<file path="config.mk">
export PLATFORM = sky130hd
export DESIGN_NAME = cpu_6502_core
export DESIGN_NICKNAME = d
export VERILOG_FILES = /design/src/design/cpu_ctrl_pkg.sv /design/src/design/cpu_isa_pkg.sv /design/src/design/cpu_6502_core.sv /design/src/design/cpu_execute.sv /design/src/design/cpu_sequencer.sv /design/src/design/cpu_decoder.sv /design/src/design/cpu_alu.sv
export VERILOG_INCLUDE_DIRS = /design/src /design/src/design
export SDC_FILE = /design/constraint.sdc
export NUM_CORES = 1
export LEC_CHECK = 0
export BUFFER_PORTS_ARGS = -buffer_cell sky130_fd_sc_hd__clkbuf_2
export CORE_AREA = 2 2 147 149
export DETAILED_ROUTE_END_ITERATION = 7
export DIE_AREA = 0 0 149 151
export PLACE_DENSITY = 0.57
export SETUP_SLACK_MARGIN = 0.1
export SLEW_MARGIN = 40
export SYNTH_ARGS = -nofsm -noshare
export SYNTH_HDL_FRONTEND = slang
export SYNTH_SLANG_ARGS = --single-unit
</file>
<file path="constraint.sdc">
create_clock -name i_clk -period 4.64 [get_ports i_clk]
set_clock_uncertainty 0.2 [all_clocks]
set_input_delay 0.928 -clock i_clk [delete_from_list [all_inputs] [get_ports i_clk]]
set_output_delay 0.928 -clock i_clk [all_outputs]
set_load 0.05 [all_outputs]
</file>
<file path="src/design/cpu_params.svh">
`ifndef CPU_PARAMS_SVH
`define CPU_PARAMS_SVH

// low byte of the reset vector
`define CPU_RESET_VECTOR 16'hFFFC
`define CPU_INIT_CYCLES 6

// status byte bit positions
`define CPU_FLAG_N 7
`define CPU_FLAG_V 6
`define CPU_FLAG_I 2
`define CPU_FLAG_Z 1
`define CPU_FLAG_C 0

`define CPU_P_RESET 8'h34

`endif
</file>
<file path="src/design/cpu_ctrl_pkg.sv">
`default_nettype none

package cpu_ctrl_pkg;

    typedef enum logic [2:0] {
        ST_INIT, ST_VEC_LO, ST_VEC_HI, ST_FETCH, ST_OPERAND, ST_ADDR_HI
    } seq_state_t;

    // also used as the source select, where DEST_NONE means the operand
    typedef enum logic [2:0] {
        DEST_NONE, DEST_A, DEST_X, DEST_Y, DEST_FLAGS_ONLY
    } dest_t;

    typedef enum logic [2:0] {
        UPD_NONE, UPD_NZ, UPD_NZC, UPD_NVZC, SET_C, CLR_C, CLR_V
    } flag_upd_t;

endpackage

`default_nettype wire

</file>
<file path="src/design/cpu_isa_pkg.sv">
`default_nettype none

package cpu_isa_pkg;

    // kept opcodes at their standard encodings
    typedef enum logic [7:0] {
        OP_LDA_IMM = 8'hA9,
        OP_LDX_IMM = 8'hA2,
        OP_LDY_IMM = 8'hA0,
        OP_ADC_IMM = 8'h69,
        OP_SBC_IMM = 8'hE9,
        OP_AND_IMM = 8'h29,
        OP_ORA_IMM = 8'h09,
        OP_EOR_IMM = 8'h49,
        OP_CMP_IMM = 8'hC9,
        OP_INX     = 8'hE8,
        OP_INY     = 8'hC8,
        OP_DEX     = 8'hCA,
        OP_DEY     = 8'h88,
        OP_TAX     = 8'hAA,
        OP_TAY     = 8'hA8,
        OP_TXA     = 8'h8A,
        OP_TYA     = 8'h98,
        OP_CLC     = 8'h18,
        OP_SEC     = 8'h38,
        OP_CLV     = 8'hB8,
        OP_NOP     = 8'hEA,
        OP_JMP_ABS = 8'h4C
    } opcode_t;

    typedef enum logic [2:0] {
        ALU_ADD,
        ALU_SUB,
        ALU_AND,
        ALU_ORA,
        ALU_EOR,
        ALU_PASS
    } alu_op_t;

endpackage

`default_nettype wire

</file>
<file path="src/design/cpu_6502_core.sv">
`timescale 1ns/10ps
`default_nettype none

module cpu_6502_core import cpu_isa_pkg::*, cpu_ctrl_pkg::*; (
    input  wire logic        i_clk,
    input  wire logic        i_reset_n,
    input  wire logic        i_rdy,
    input  wire logic [7:0]  i_bus_data,
    input  wire logic [2:0]  i_debug_sel,
    output logic      [15:0] o_bus_addr,
    output logic             o_sync,
    output logic      [7:0]  o_debug_data
);

    logic [7:0]  opcode;
    logic [7:0]  operand;
    logic [15:0] pc;
    logic        commit;
    logic        init_done;
    logic [1:0]  length;
    alu_op_t     alu_op;
    dest_t       dest;
    dest_t       src_sel;
    flag_upd_t   flag_upd;
    logic        use_operand;

    cpu_sequencer seq0 (
        .i_clk       (i_clk),
        .i_reset_n   (i_reset_n),
        .i_rdy       (i_rdy),
        .i_bus_data  (i_bus_data),
        .i_length    (length),
        .o_bus_addr  (o_bus_addr),
        .o_sync      (o_sync),
        .o_opcode    (opcode),
        .o_operand   (operand),
        .o_pc        (pc),
        .o_commit    (commit),
        .o_init_done (init_done)
    );

    cpu_decoder dec0 (
        .i_opcode      (opcode),
        .o_alu_op      (alu_op),
        .o_dest        (dest),
        .o_flag_upd    (flag_upd),
        .o_src_sel     (src_sel),
        .o_use_operand (use_operand),
        .o_length      (length)
    );

    cpu_execute exe0 (
        .i_clk         (i_clk),
        .i_reset_n     (i_reset_n),
        .i_commit      (commit),
        .i_init_done   (init_done),
        .i_opcode      (opcode),
        .i_operand     (operand),
        .i_pc          (pc),
        .i_alu_op      (alu_op),
        .i_dest        (dest),
        .i_flag_upd    (flag_upd),
        .i_src_sel     (src_sel),
        .i_use_operand (use_operand),
        .i_debug_sel   (i_debug_sel),
        .o_debug_data  (o_debug_data)
    );

endmodule

`default_nettype wire

</file>
<file path="src/design/cpu_execute.sv">
`timescale 1ns/10ps
`default_nettype none

`include "cpu_params.svh"

module cpu_execute import cpu_isa_pkg::*, cpu_ctrl_pkg::*; (
    input  wire logic        i_clk,
    input  wire logic        i_reset_n,
    input  wire logic        i_commit,
    input  wire logic        i_init_done,
    input  wire logic [7:0]  i_opcode,
    input  wire logic [7:0]  i_operand,
    input  wire logic [15:0] i_pc,
    input  alu_op_t          i_alu_op,
    input  dest_t            i_dest,
    input  flag_upd_t        i_flag_upd,
    input  dest_t            i_src_sel,
    input  wire logic        i_use_operand,
    input  wire logic [2:0]  i_debug_sel,
    output logic      [7:0]  o_debug_data
);

    localparam logic [7:0] status_reset = `CPU_P_RESET;

    logic [7:0] reg_a, reg_x, reg_y;
    logic       flag_n, flag_v, flag_i, flag_z, flag_c;
    logic [7:0] alu_lhs, alu_rhs;
    logic       alu_carry_in;
    logic [7:0] alu_result;
    logic       alu_carry, alu_overflow;
    logic [7:0] status;

    always_comb begin
        case (i_src_sel)
            DEST_A:  alu_lhs = reg_a;
            DEST_X:  alu_lhs = reg_x;
            DEST_Y:  alu_lhs = reg_y;
            default: alu_lhs = i_operand;
        endcase
        // inc/dec add 1 or -1
        if (i_use_operand)
            alu_rhs = i_operand;
        else if (i_opcode == OP_DEX || i_opcode == OP_DEY)
            alu_rhs = 8'hFF;
        else
            alu_rhs = 8'h01;
        // cmp forces carry, adc/sbc use the flag
        if (i_dest == DEST_FLAGS_ONLY)
            alu_carry_in = 1'b1;
        else
            alu_carry_in = i_use_operand & flag_c;
    end

    cpu_alu alu0 (
        .i_op       (i_alu_op),
        .i_lhs      (alu_lhs),
        .i_rhs      (alu_rhs),
        .i_carry    (alu_carry_in),
        .o_result   (alu_result),
        .o_carry    (alu_carry),
        .o_overflow (alu_overflow)
    );

    always_ff @(posedge i_clk or negedge i_reset_n) begin
        if (!i_reset_n) begin
            reg_a <= 8'd0;
            reg_x <= 8'd0;
            reg_y <= 8'd0;
        end else if (i_commit) begin
            case (i_dest)
                DEST_A:  reg_a <= alu_result;
                DEST_X:  reg_x <= alu_result;
                DEST_Y:  reg_y <= alu_result;
                default: ;
            endcase
        end
    end

    always_ff @(posedge i_clk or negedge i_reset_n) begin
        if (!i_reset_n) begin
            {flag_n, flag_v, flag_i, flag_z, flag_c} <= 5'd0;
        end else if (i_init_done) begin
            flag_n <= status_reset[`CPU_FLAG_N];
            flag_v <= status_reset[`CPU_FLAG_V];
            flag_i <= status_reset[`CPU_FLAG_I];
            flag_z <= status_reset[`CPU_FLAG_Z];
            flag_c <= status_reset[`CPU_FLAG_C];
        end else if (i_commit) begin
            if (i_flag_upd == UPD_NZ || i_flag_upd == UPD_NZC || i_flag_upd == UPD_NVZC) begin
                flag_n <= alu_result[7];
                flag_z <= (alu_result == 8'd0);
            end
            if (i_flag_upd == UPD_NZC || i_flag_upd == UPD_NVZC)
                flag_c <= alu_carry;
            if (i_flag_upd == UPD_NVZC)
                flag_v <= alu_overflow;
            if (i_flag_upd == SET_C || i_flag_upd == CLR_C)
                flag_c <= (i_flag_upd == SET_C);
            if (i_flag_upd == CLR_V)
                flag_v <= 1'b0;
        end
    end

    always_comb begin
        status = 8'h30;
        status[`CPU_FLAG_N] = flag_n;
        status[`CPU_FLAG_V] = flag_v;
        status[`CPU_FLAG_I] = flag_i;
        status[`CPU_FLAG_Z] = flag_z;
        status[`CPU_FLAG_C] = flag_c;
    end

    always_comb begin
        case (i_debug_sel)
            3'd0:    o_debug_data = reg_a;
            3'd1:    o_debug_data = reg_x;
            3'd2:    o_debug_data = reg_y;
            3'd3:    o_debug_data = status;
            3'd4:    o_debug_data = i_pc[15:8];
            3'd5:    o_debug_data = i_pc[7:0];
            3'd6:    o_debug_data = i_opcode;
            default: o_debug_data = 8'h00;
        endcase
    end

endmodule

`default_nettype wire

</file>
<file path="src/design/cpu_sequencer.sv">
`timescale 1ns/10ps
`default_nettype none

`include "cpu_params.svh"

module cpu_sequencer import cpu_ctrl_pkg::*, cpu_isa_pkg::*; (
    input  wire logic        i_clk,
    input  wire logic        i_reset_n,
    input  wire logic        i_rdy,
    input  wire logic [7:0]  i_bus_data,
    input  wire logic [1:0]  i_length,
    output logic      [15:0] o_bus_addr,
    output logic             o_sync,
    output logic      [7:0]  o_opcode,
    output logic      [7:0]  o_operand,
    output logic      [15:0] o_pc,
    output logic             o_commit,
    output logic             o_init_done
);

    seq_state_t  state;
    logic [2:0]  init_count;
    logic        init_last;
    logic [7:0]  operand_q;
    logic [15:0] pc_next;
    logic [15:0] jump_target;

    assign init_last   = (init_count == 3'(`CPU_INIT_CYCLES - 1));
    assign pc_next     = o_pc + {14'd0, i_length};
    assign jump_target = {i_bus_data, operand_q};

    assign o_sync      = (state == ST_FETCH);
    assign o_operand   = (state == ST_OPERAND) ? i_bus_data : operand_q;
    assign o_init_done = i_rdy && (state == ST_INIT) && init_last;
    assign o_commit    = i_rdy && (state == ST_ADDR_HI ||
                         (state == ST_OPERAND && o_opcode != OP_JMP_ABS));

    always_ff @(posedge i_clk or negedge i_reset_n) begin
        if (!i_reset_n) begin
            state      <= ST_INIT;
            init_count <= 3'd0;
            o_pc       <= 16'd0;
            o_bus_addr <= 16'd0;
            o_opcode   <= 8'd0;
        end else if (i_rdy) begin
            case (state)
                ST_INIT: begin
                    if (init_last) begin
                        o_bus_addr <= `CPU_RESET_VECTOR;
                        state      <= ST_VEC_LO;
                    end else begin
                        init_count <= init_count + 3'd1;
                    end
                end
                ST_VEC_LO: begin
                    o_pc[7:0]  <= i_bus_data;
                    o_bus_addr <= `CPU_RESET_VECTOR + 16'd1;
                    state      <= ST_VEC_HI;
                end
                ST_VEC_HI: begin
                    o_pc       <= {i_bus_data, o_pc[7:0]};
                    o_bus_addr <= {i_bus_data, o_pc[7:0]};
                    state      <= ST_FETCH;
                end
                ST_FETCH: begin
                    o_opcode   <= i_bus_data;
                    o_bus_addr <= o_pc + 16'd1;
                    state      <= ST_OPERAND;
                end
                ST_OPERAND: begin
                    // jmp reads a second address byte
                    if (o_opcode == OP_JMP_ABS) begin
                        o_bus_addr <= o_pc + 16'd2;
                        state      <= ST_ADDR_HI;
                    end else begin
                        o_pc       <= pc_next;
                        o_bus_addr <= pc_next;
                        state      <= ST_FETCH;
                    end
                end
                ST_ADDR_HI: begin
                    o_pc       <= jump_target;
                    o_bus_addr <= jump_target;
                    state      <= ST_FETCH;
                end
                default: state <= ST_INIT;
            endcase
        end
    end

    always_ff @(posedge i_clk) begin
        if (i_rdy && state == ST_OPERAND)
            operand_q <= i_bus_data;
    end

endmodule

`default_nettype wire

</file>
<file path="src/design/cpu_decoder.sv">
`timescale 1ns/10ps
`default_nettype none

module cpu_decoder import cpu_isa_pkg::*, cpu_ctrl_pkg::*; (
    input  wire logic [7:0] i_opcode,
    output alu_op_t         o_alu_op,
    output dest_t           o_dest,
    output flag_upd_t       o_flag_upd,
    output dest_t           o_src_sel,
    output logic            o_use_operand,
    output logic [1:0]      o_length
);

    opcode_t op;

    assign op = opcode_t'(i_opcode);

    always_comb begin
        o_alu_op      = ALU_PASS;
        o_dest        = DEST_NONE;
        o_flag_upd    = UPD_NONE;
        o_src_sel     = DEST_NONE;
        o_use_operand = 1'b0;
        o_length      = 2'd1;
        case (op)
            // loads pass the operand straight through
            OP_LDA_IMM, OP_LDX_IMM, OP_LDY_IMM: begin
                o_use_operand = 1'b1;
                o_length      = 2'd2;
                o_flag_upd    = UPD_NZ;
                if (op == OP_LDA_IMM)
                    o_dest = DEST_A;
                else if (op == OP_LDX_IMM)
                    o_dest = DEST_X;
                else
                    o_dest = DEST_Y;
            end
            OP_ADC_IMM, OP_SBC_IMM, OP_AND_IMM, OP_ORA_IMM, OP_EOR_IMM, OP_CMP_IMM: begin
                o_src_sel     = DEST_A;
                o_use_operand = 1'b1;
                o_length      = 2'd2;
                o_dest        = DEST_A;
                o_flag_upd    = UPD_NZ;
                case (op)
                    OP_ADC_IMM: o_alu_op = ALU_ADD;
                    OP_SBC_IMM: o_alu_op = ALU_SUB;
                    OP_AND_IMM: o_alu_op = ALU_AND;
                    OP_ORA_IMM: o_alu_op = ALU_ORA;
                    OP_EOR_IMM: o_alu_op = ALU_EOR;
                    default:    o_alu_op = ALU_SUB;
                endcase
                if (op == OP_ADC_IMM || op == OP_SBC_IMM)
                    o_flag_upd = UPD_NVZC;
                // compare only touches the flags
                if (op == OP_CMP_IMM) begin
                    o_dest     = DEST_FLAGS_ONLY;
                    o_flag_upd = UPD_NZC;
                end
            end
            OP_INX, OP_DEX, OP_INY, OP_DEY: begin
                o_alu_op   = ALU_ADD;
                o_flag_upd = UPD_NZ;
                o_dest     = (op == OP_INX || op == OP_DEX) ? DEST_X : DEST_Y;
                o_src_sel  = o_dest;
            end
            OP_TAX: begin
                o_src_sel  = DEST_A;
                o_dest     = DEST_X;
                o_flag_upd = UPD_NZ;
            end
            OP_TAY: begin
                o_src_sel  = DEST_A;
                o_dest     = DEST_Y;
                o_flag_upd = UPD_NZ;
            end
            OP_TXA: begin
                o_src_sel  = DEST_X;
                o_dest     = DEST_A;
                o_flag_upd = UPD_NZ;
            end
            OP_TYA: begin
                o_src_sel  = DEST_Y;
                o_dest     = DEST_A;
                o_flag_upd = UPD_NZ;
            end
            OP_CLC: o_flag_upd = CLR_C;
            OP_SEC: o_flag_upd = SET_C;
            OP_CLV: o_flag_upd = CLR_V;
            OP_JMP_ABS: o_length = 2'd3;
            // NOP and unknown opcodes keep the defaults
            default: ;
        endcase
    end

endmodule

`default_nettype wire

</file>
<file path="src/design/cpu_alu.sv">
`timescale 1ns/10ps
`default_nettype none

module cpu_alu import cpu_isa_pkg::*; (
    input  alu_op_t          i_op,
    input  wire logic [7:0]  i_lhs,
    input  wire logic [7:0]  i_rhs,
    input  wire logic        i_carry,
    output logic      [7:0]  o_result,
    output logic             o_carry,
    output logic             o_overflow
);

    logic [7:0] rhs_eff;
    logic [8:0] sum;

    // subtract is add of the complement
    assign rhs_eff = (i_op == ALU_SUB) ? ~i_rhs : i_rhs;
    assign sum     = {1'b0, i_lhs} + {1'b0, rhs_eff} + {8'd0, i_carry};

    // carry and overflow only mean something for add and sub
    assign o_carry    = sum[8];
    assign o_overflow = (i_lhs[7] == rhs_eff[7]) && (sum[7] != i_lhs[7]);

    always_comb begin
        case (i_op)
            ALU_ADD,
            ALU_SUB:  o_result = sum[7:0];
            ALU_AND:  o_result = i_lhs & i_rhs;
            ALU_ORA:  o_result = i_lhs | i_rhs;
            ALU_EOR:  o_result = i_lhs ^ i_rhs;
            ALU_PASS: o_result = i_lhs;
            default:  o_result = i_lhs;
        endcase
    end

endmodule

`default_nettype wire

</file>
# Word level (Yosys, flattened, before mapping)

Cells that the tools add are included.

Register bits: 83
Output and inout bits: 25
Logic and storage cells: 172

$add $sub $neg: 6
Equal/unequal tests: 55
Mux-type cells: 44
Bitwise logic cells: 6
Reductions and logical operators: 46

Operators by type and width:

| operator              | count |
|---|---|
| $eq 8x8->1 const B    | 14 |
| $pmux 16 s6           | 1 |
| $pmux 8 s7            | 1 |
| $mux 16               | 3 |
| $pmux 8 s3            | 2 |
| $eq 3x2->1 const B    | 12 |
| $eq 3x3->1 const B    | 11 |
| $mux 8                | 4 |
| $pmux 8 s4            | 1 |
| $pmux 3 s5            | 2 |
| $eq 8x7->1 const B    | 3 |
| $pmux 3 s4            | 2 |
| $eq 3x1->1 const B    | 6 |
| $mux 1                | 18 |
| $pmux 3 s6            | 1 |
| $add 16x1->16 const B | 1 |
| $add 16x2->16         | 1 |
| $add 16x2->16 const B | 1 |
| $eq 8x6->1 const B    | 2 |
| $pmux 8 s2            | 1 |
| $reduce_and 2->1      | 8 |
| $mux 3                | 4 |
| $reduce_and 3->1      | 4 |
| $reduce_or 11->1      | 1 |
| other kinds (32)      | 53 |

# Longest topological paths before layout

Gate-level depths: netlist (run 1).

Depth after elaboration: 14
Depth in mapped cells: 17
Mapped depth without buffers: 15

# By module

A second synthesis (run 1) with hierarchy kept.

Cells, all modules: 880
Area total of the unflattened synthesis: 7318.3 µm²

By module, submodules not included:

| module        | times used | cells an instance | area each (µm²) | seq. area each (µm²) |
|---|---|---|---|---|
| cpu_sequencer | 1          | 461               | 3797.4          | 1391.3 |
| cpu_execute   | 1          | 209               | 2069.5          | 725.7 |
| cpu_alu       | 1          | 145               | 1044.8          | 0.0 |
| cpu_decoder   | 1          | 65                | 406.6           | 0.0 |

# Least setup slack after synthesis (run 1)

Ideal clock, no wire load.

Path kind: reg2reg
Start point: reg seq0.state[2]
End point: reg exe0.flag_c
Library setup time: 131 ps
Data arrival time: 3816 ps
Data required time: 4309 ps
Setup slack: 493 ps
Stages on the path, launching flop included: 16
Path buffers: 2
Path through: dfrtp_1 > buf_4 > nor3b_2 > buf_1 > mux2_2 > or2_2 > xnor2_1 > fa_1 > inv_1 > fa_1 > inv_1 > maj3_2 > o31a_1 > a21o_1 > a2111oi_2 > o41ai_1

Word-level cells in the longest chain between the ends: 11
Elaborated cells on any way between the ends: 22
Classes of those cells: 2 x add/sub; 2 x eq/ne; 8 x mux; 1 x bitwise; 9 x reduce/logical

Ends and longest elaborated chain:

| element                  | line                                     | text |
|---|---|---|
| start: declaration       | cpu_sequencer.sv:21                      | `seq_state_t state;` |
| start signal: assignment | cpu_sequencer.sv:40                      | `state <= ST_INIT;` |
| start signal: assignment | cpu_sequencer.sv:50                      | `state <= ST_VEC_LO;` |
| start signal: assignment | cpu_sequencer.sv:58                      | `state <= ST_VEC_HI;` |
| $eq 3x3->1               | cpu_sequencer.sv:33, cpu_sequencer.sv:36 |  |
| $mux 8                   | cpu_sequencer.sv:33                      | `assign o_operand = (state == ST_OPERAND) ? i_bus_data : operand_q;` |
| $mux 8                   | cpu_execute.sv:41                        | `if (i_use_operand)` |
| $not 8->8                | cpu_alu.sv:18                            | `assign rhs_eff = (i_op == ALU_SUB) ? ~i_rhs : i_rhs;` |
| $mux 8                   | cpu_alu.sv:18                            |  |
| $add 8x8->9              | cpu_alu.sv:19                            | `assign sum = {1'b0, i_lhs} + {1'b0, rhs_eff} + {8'd0, i_carry};` |
| $add 9x1->9              | cpu_alu.sv:19                            |  |
| $mux 1                   | cpu_execute.sv:93                        | `if (i_flag_upd == UPD_NZC \|\| i_flag_upd == UPD_NVZC)` |
| $mux 1                   | cpu_execute.sv:97                        | `if (i_flag_upd == SET_C \|\| i_flag_upd == CLR_C)` |
| $mux 1                   | cpu_execute.sv:88                        | `end else if (i_commit) begin` |
| $mux 1                   | cpu_execute.sv:82                        | `end else if (i_init_done) begin` |
| end signal: assignment   | cpu_execute.sv:87                        | `` flag_c <= status_reset[`CPU_FLAG_C]; `` |
| end signal: assignment   | cpu_execute.sv:94                        | `flag_c <= alu_carry;` |
| end signal: assignment   | cpu_execute.sv:98                        | `flag_c <= (i_flag_upd == SET_C);` |
| end: declaration         | cpu_execute.sv:26                        | `logic flag_n, flag_v, flag_i, flag_z, flag_c;` |

Several ways; a longest one is shown, not always the timed one. The select of a mux whose other input is x is not followed.
A chain may end at the register's enable or synchronous reset.

# Final worst setup path (run 1)

Start point: reg seq0.o_opcode[7]
End point: reg exe0.reg_x[6]

Word-level cells in the longest chain between the ends: 9
Elaborated cells on any way between the ends: 63
Classes of those cells: 2 x add/sub; 27 x eq/ne; 15 x mux; 5 x bitwise; 14 x reduce/logical

Ends and longest elaborated chain:

| element                                        | line                                 | text |
|---|---|---|
| start: declaration                             | cpu_sequencer.sv:14                  | `output logic [7:0] o_opcode,` |
| start signal: assignment                       | cpu_sequencer.sv:66                  | `o_opcode <= i_bus_data;` |
| $eq 8x8->1, or another cell as far along       | cpu_decoder.sv:25, cpu_decoder.sv:63 |  |
| $logic_or 1x1->1, or another cell as far along | cpu_decoder.sv:63                    | `o_dest = (op == OP_INX \|\| op == OP_DEX) ? DEST_X : DEST_Y;` |
| $mux 1, or another cell as far along           | cpu_decoder.sv:63                    |  |
| $pmux 3 s4 / $mux 8 (equally long branches)    | cpu_decoder.sv:25, cpu_execute.sv:41 |  |
| $eq 3x2->1, or another cell as far along       | cpu_execute.sv:34                    | `case (i_src_sel)` |
| $pmux 8 s3 / $mux 8 (equally long branches)    | cpu_execute.sv:34, cpu_alu.sv:18     |  |
| $add 8x8->9                                    | cpu_alu.sv:19                        |  |
| $add 9x1->9                                    | cpu_alu.sv:19                        |  |
| $pmux 8 s4                                     | cpu_alu.sv:26                        | `case (i_op)` |
| end signal: assignment                         | cpu_execute.sv:72                    | `DEST_X: reg_x <= alu_result;` |
| end: declaration                               | cpu_execute.sv:25                    | `logic [7:0] reg_a, reg_x, reg_y;` |

Several ways; a longest one is shown, not always the timed one.

==> out/results.ini, run 1 <==
[run_status]
status=complete, no violations

[placement]
placed_cells=1114
port_buffers=38
post-dp-hpwl_um=16800
gp_congestion=0.922

[detailed_routing]
first_pass_iters=5
ant_nets=0
viasPerCell=5.68
vias=6425
wl_um=22600
drtIter0Drc=541
drc=0
wire_per_inst_um=20.0

[layout]
register_area_um2=2120
n_antenna_cell=0
layout-drive-gt1-share_pct=16.1
nNetsFinal=898
final_cells=1132
multiInputGateArea_um2=4490
area_delta_synth_final_pct=10.9
nFillCells=2185

[clock_tree]
cts-root-buf=clkbuf_16
clk_path_buf_depth=2
htreeDepth=3
path_clk_slew_ps=70
clock-sinks=83
cts-hold-fix-buffers=0
clock_latency_ps=360
cts_tree=done
cts_made_buffers=9

[yosys]
synth.area.top_cells=dfrtp_1, a21oi_1, nand2_1
synth_common_cells=nand2_1, nor2_1, dfrtp_1, a21oi_1, o21ai_0
ys.flop_type=dfrtp_1
yosysTopAreaCell=dfrtp_1
yosys_warnings=0
ys_seq_elements=83
ys_async_sr_fraction_pct=90.4
synth_area_um2=7010
synth_cells=839
synth_edf_count=8
yosysSeqAreaShare_pct=30.2
synth_top_cell_area_share_pct=26.8
yosys.cell_types.count=87
avgSynthCellArea_um2=8.35
syn_nets=885
post-synth-top-count-cell=nand2_1

[sta]
final_max_slew_viol_count=0
setup_viol=0
fin_setup_tns_ps=0
rsz0062_at_grt=false
finalHoldViolations=0
clock.fmax_ghz=0.234
max_slew_margin_pct=50.7
fin_crit_ps=4270
worst_pin_slew_ps=739
post-route-period-util_pct=92.0

[critical_path]
worstPathMaxFanout=10
end_kind=register
cp_top_family=simple AND/OR/NAND/NOR gates
required_ps=4730
criticalPathCategory=register to register
crit_slowest_cell=o32ai_4
cp_slowest_stage_delay_ps=480
worst-endpoint-arrival_ps=4360
critPathLaunchType=register
crit_chain=or2b_1 > nor2_1 > o32ai_4 > inv_2 > or2_2 > xnor2_1 > fa_1 > inv_1 > fa_1 > inv_1 > maj3_2 > o31a_1 > or3_1 > o211ai_2 > mux2_2
crit_buf_inv=3

[grt]
grt_pass1_wl_um=35500
grt_pass1_vias=5974
overflow=0
antenna_found_initial=0
grt_max_degree=76
grtUsageTotal_pct=20.6

[floorplanning]
io_pins=39
start_util_pct=33.6
die_w_um=149
rows=53
coreArea_um2=20800
die_y_um=151
design.die.area_um2=22500

[power]
powerDensity_nw_per_um2=518
leakagePower_nw=3.29
ir_drop_uv=193

[flow_run]
drv_cap=0

[min_path]
hold_class=register to register

[layout by cell type, fill, tap and decap left out, types with 6 or more instances in the layout]
| cell | count |
|---|---|
| a21oi_1 | 73 |
| a221oi_1 | 12 |
| a22oi_1 | 8 |
| a31oi_1 | 9 |
| buf_4 | 20 |
| clkbuf_16 | 9 |
| clkbuf_2 | 37 |
| dfrtp_1 | 74 |
| edfxtp_1 | 8 |
| ha_1 | 29 |
| inv_1 | 38 |
| mux2_2 | 27 |
| mux2i_1 | 30 |
| nand2_1 | 98 |
| nand3_1 | 16 |
| nand4_1 | 12 |
| nor2_1 | 83 |
| nor3_1 | 11 |
| nor3b_1 | 7 |
| nor4_1 | 6 |
| o211ai_1 | 8 |
| o21ai_0 | 61 |
| o22ai_1 | 11 |
| o31ai_1 | 9 |
| xnor2_1 | 29 |
| xor2_1 | 10 |
[worst paths after layout]
path	from	to	slack (ps)	cells after the start
worst max-delay path	seq0.o_opcode[7]	exe0.reg_x[6]	370	15
worst min-delay path	exe0.flag_i	exe0.flag_i	270	1
worst max register to register	seq0.o_opcode[7]	exe0.reg_x[6]	370	15
worst min register to register	exe0.flag_i	exe0.flag_i	270	1
max in group asynchronous	i_reset_n	exe0.reg_x[1]	3310	1
min in group asynchronous	i_reset_n	seq0.state[0]	410	1
[layer usage]
metal  vias to the layer above  track usage (%)  wire length [um]  part of all wire (%)
met5                         -                0                 0                     0
met4                         0             5.67               525                   2.3
met3                        36             3.19              1340                   5.9
met2                       223             32.5             10100                    45
met1                      3104             29.2             10700                    47
li1                       3062                -                 -                     -
[metrics by stage]
| stage | instance area [um2] | hold slack [ps] | util [%] | power [W] | setup slack, ps |
|---|---|---|---|---|---|
| floorplan | 7010 | 229 | - | 0.00271 | 493 |
| global placement | 7440 | 260 | 35.7 | 0.00324 | 406 |
| detailed placement | 7450 | 267 | 35.8 | 0.00325 | 363 |
| CTS | 7740 | 281 | 37.2 | 0.00401 | 339 |
| global route | 7770 | 302 | 37.3 | 0.00432 | 122 |
| finish | 7770 | 271 | 37.3 | 0.00403 | 372 |
[logic make-up (layout without fill, tap and decap cells)]
group / after synthesis / after routing / synth area share (%)
xor+xnor: 39 / 39 / 4.87
compound gates: 240 / 240 / 22.7
fa+ha+maj: 35 / 35 / 6.50
mux: 63 / 63 / 10.4
flops: 83 / 83 / 30.2
simple gates: 280 / 280 / 19.5
buf+inv: 99 / 117 / 5.75
[sequential cells by signal, indices dropped and copies added (netlist names)]
signal	flops
seq0.operand_q	8
exe0.flag_i	1
seq0.state	3
exe0.flag_n	1
seq0.o_pc	16
exe0.flag_v	1
exe0.reg_y	8
exe0.reg_x	8
exe0.flag_c	1
exe0.reg_a	8
seq0.init_count	3
seq0.o_bus_addr	16
exe0.flag_z	1
seq0.o_opcode	8
[worst register-to-register path, cell delays in order (launching register included)]
cell      delay, ps
dfrtp_1         430
or2b_1          270
nor2_1           90
o32ai_4         480
inv_2           140
or2_2           350
xnor2_1         150
fa_1            420
inv_1            80
fa_1            200
inv_1            50
maj3_2          310
o31a_1          280
or3_1           390
o211ai_2        140
mux2_2          220
[area by class of cell]
| type | count | share of cell area, % |
|---|---|---|
| multi-input cells | 657 | 57.8 |
| flip-flops and latches | 83 | 27.3 |
| repair buffers | 59 | 4.72 |
| well taps | 275 | 4.43 |
| clock buffers | 9 | 2.90 |
| inverters | 42 | 2.03 |
| clock inverters | 7 | 0.853 |
[where the power goes]
part	internal [W]	switching, W
sequential	0.000906	0.000361
combinational	0.000720	0.00130
clock	0.000416	0.000322
total	0.00204	0.00199
[repair_timing]
item,4_1_cts,5_1_grt
endpoints found under the setup margin,0,5
setup buffers,0,2
gates resized for setup,0,2
No activity file was read; power rests on OpenSTA's default activity.
==> inputs of run 2 (changes only) <==
Settings changed: CORE_AREA 2 2 147 149 to 2 2 127 129, DIE_AREA 0 0 149 151 to 0 0 129 131, HOLD_SLACK_MARGIN set to 0.02, PLACE_DENSITY 0.57 to 0.7.
Clock period 4.64 ns to 4.9 ns, I/O delays scaled along.
==> run 2 against run 1 <==
Worst hold slack lost 4.7 ps. Critical path depth is the same. Clock-buffer cell count grew 3. Via count grew 1.9%. Sequential share of layout area grew 0.34 points. Setup slack gained 120 ps. Critical path type unchanged. Largest power group unchanged. Highest routed layer unchanged.
==> out/results.ini, run 2 (synthesis gave the netlist of run 1 again) <==
[run_status]
status=complete, no violations

[sta]
timing.final.ws_setup_ps=489  ; +117 ps
setup_viol=0  ; unchanged
fin_setup_tns_ps=0  ; unchanged
worst_pin_slew_ps=743  ; +3.84 ps
rsz0062_at_grt=false
clock.fmax_ghz=0.227  ; -3.2%
max_slew_margin_pct=50.3  ; -0.44 points
finalHoldViolations=0  ; unchanged
final_max_slew_viol_count=0  ; unchanged
post-route-period-util_pct=90.0  ; -2.0 points
fin_crit_ps=4410  ; +143 ps

[critical_path]
end_kind=register
r2r_end=exe0.reg_y[6]
r2r_cells=15  ; unchanged
critPathCapture=exe0.reg_y[6]
worstPathMaxFanout=13  ; +3
criticalPathCategory=register to register
critPathLaunchType=register
worst-endpoint-arrival_ps=4500  ; +140 ps
reg2reg_slack_ps=490  ; +120 ps
required_ps=4990  ; +260 ps
crit_path_start=seq0.o_opcode[7]
r2r_start=seq0.o_opcode[7]

[placement]
gp_congestion=0.996  ; +8.0%
placed_cell_area_um2=7350  ; -1.3%
port_buffers=38  ; unchanged
post-dp-hpwl_um=15700  ; -6.2%
place_ws_ps=523  ; +160 ps

[layout]
final_util_pct=49.2  ; +12 points
area_delta_synth_final_pct=9.48
multiInputGateArea_um2=4490  ; about the same
layout-drive-gt1-share_pct=15.3  ; -0.84 points
most-common-layout-cells=nand2_1, nor2_1, dfrtp_1
stdcell_area_um2=7670  ; -1.3%
nNetsFinal=893  ; -0.56%
register_area_um2=2120  ; about the same
final_common_cell=nand2_1
top_regs=seq0.o_bus_addr (16), seq0.o_pc (16)
n_antenna_cell=0  ; unchanged
nFillCells=1517  ; -31%

[clock_tree]
cts_setup_buffers=0  ; unchanged
clock-sinks=83  ; unchanged
cts_made_buffers=9  ; unchanged
cts_resized=0  ; unchanged
htreeDepth=3  ; unchanged
cts-root-buf=clkbuf_16
clk_path_buf_depth=2  ; unchanged
cts_tree=done
path_clk_slew_ps=70  ; about the same
cts-hold-fix-buffers=0  ; unchanged
clock_latency_ps=350  ; about the same

[grt]
grt_max_degree=76  ; unchanged
overflow=0  ; unchanged
grt_pass1_vias=5925  ; -0.82%
grt_pass1_wl_um=33400  ; -5.8%
antenna_found_initial=0  ; unchanged
grtUsageTotal_pct=25.7  ; +5.1 points

[detailed_routing]
first_pass_iters=6  ; +1
drtIter0Drc=876  ; +62%
vias=6544  ; +1.9%
wl_um=21500  ; -5.1%
ant_nets=0  ; unchanged
wire_per_inst_um=20.1  ; +0.63%
viasPerCell=6.13  ; +8.0%
drc=0  ; unchanged

[floorplanning]
design.die.area_um2=16900  ; -25%
die_w_um=129  ; -13%
rows=46  ; -13%
start_util_pct=44.9  ; +11 points
die_y_um=131  ; -13%
io_pins=39  ; unchanged
coreArea_um2=15600  ; -25%

[power]
leakagePower_nw=3.27  ; -0.49%
powerDensity_nw_per_um2=502  ; -3.1%
ir_drop_uv=276  ; +43%

[flow_run]
drv_cap=0  ; unchanged

[min_path]
hold_class=register to register

## run 2: per-stage QoR
| step | total power (W) | hold slack [ps] | std cells |
|---|---|---|---|
| 5_1_grt | 0.00409 | 277 | 1068 |
| 3_5_place_dp | 0.00306 | 255 | 1052 |
| 6_report | 0.00385 | 267 | 1068 |
| 3_3_place_gp | 0.00304 | 253 | 1052 |
| 2_1_floorplan | 0.00257 | 229 | 839 |
| 4_1_cts | 0.00382 | 270 | 1068 |
## run 2: worst min-delay path by stage
stage,slack [ps],cells after the start,start,end
after global placement,250,1,exe0.flag_i,exe0.flag_i
after CTS,270,1,exe0.flag_i,exe0.flag_i
after global routing,280,1,exe0.flag_i,exe0.flag_i
after floorplan,230,1,exe0.flag_i,exe0.flag_i
final,270,1,exe0.flag_i,exe0.flag_i
after detailed placement,260,1,exe0.flag_i,exe0.flag_i
## run 2: area by class of cell
class / count / share of cell area (%)
clock buffer: 12 / 3.21
timing repair buffer: 54 / 4.13
clock inverter: 4 / 0.962
sequential: 83 / 27.6
inverter: 42 / 2.06
tap: 216 / 3.52
multi-input combinational: 657 / 58.5
## run 2: layer usage
layer | global-route usage (%) | wire length (um) | share of wire [%]
met1 | 35.1 | 9250 | 43
met2 | 39.7 | 9530 | 44
met3 | 5.46 | 1910 | 8.9
met4 | 10.5 | 811 | 3.8
met5 | 0 | 0 | 0
## run 2: power by group
group / internal (W) / total (W) / switching [W]
combinational: 0.000670 / 0.00190 / 0.00123
clock: 0.000461 / 0.000754 / 0.000293
sequential: 0.000857 / 0.00120 / 0.000342
## run 2: worst max-delay path, cell delays in order (launching register included)
cell and delay [ps]:
dfrtp_1 530, or2b_1 320, nor2_1 90, o32ai_4 460, inv_2 140, or2_2 360
xnor2_1 160, fa_1 430, inv_1 90, fa_1 200, inv_1 50, maj3_2 310
o31a_1 270, or3_1 380, o211ai_2 140, mux2_2 220
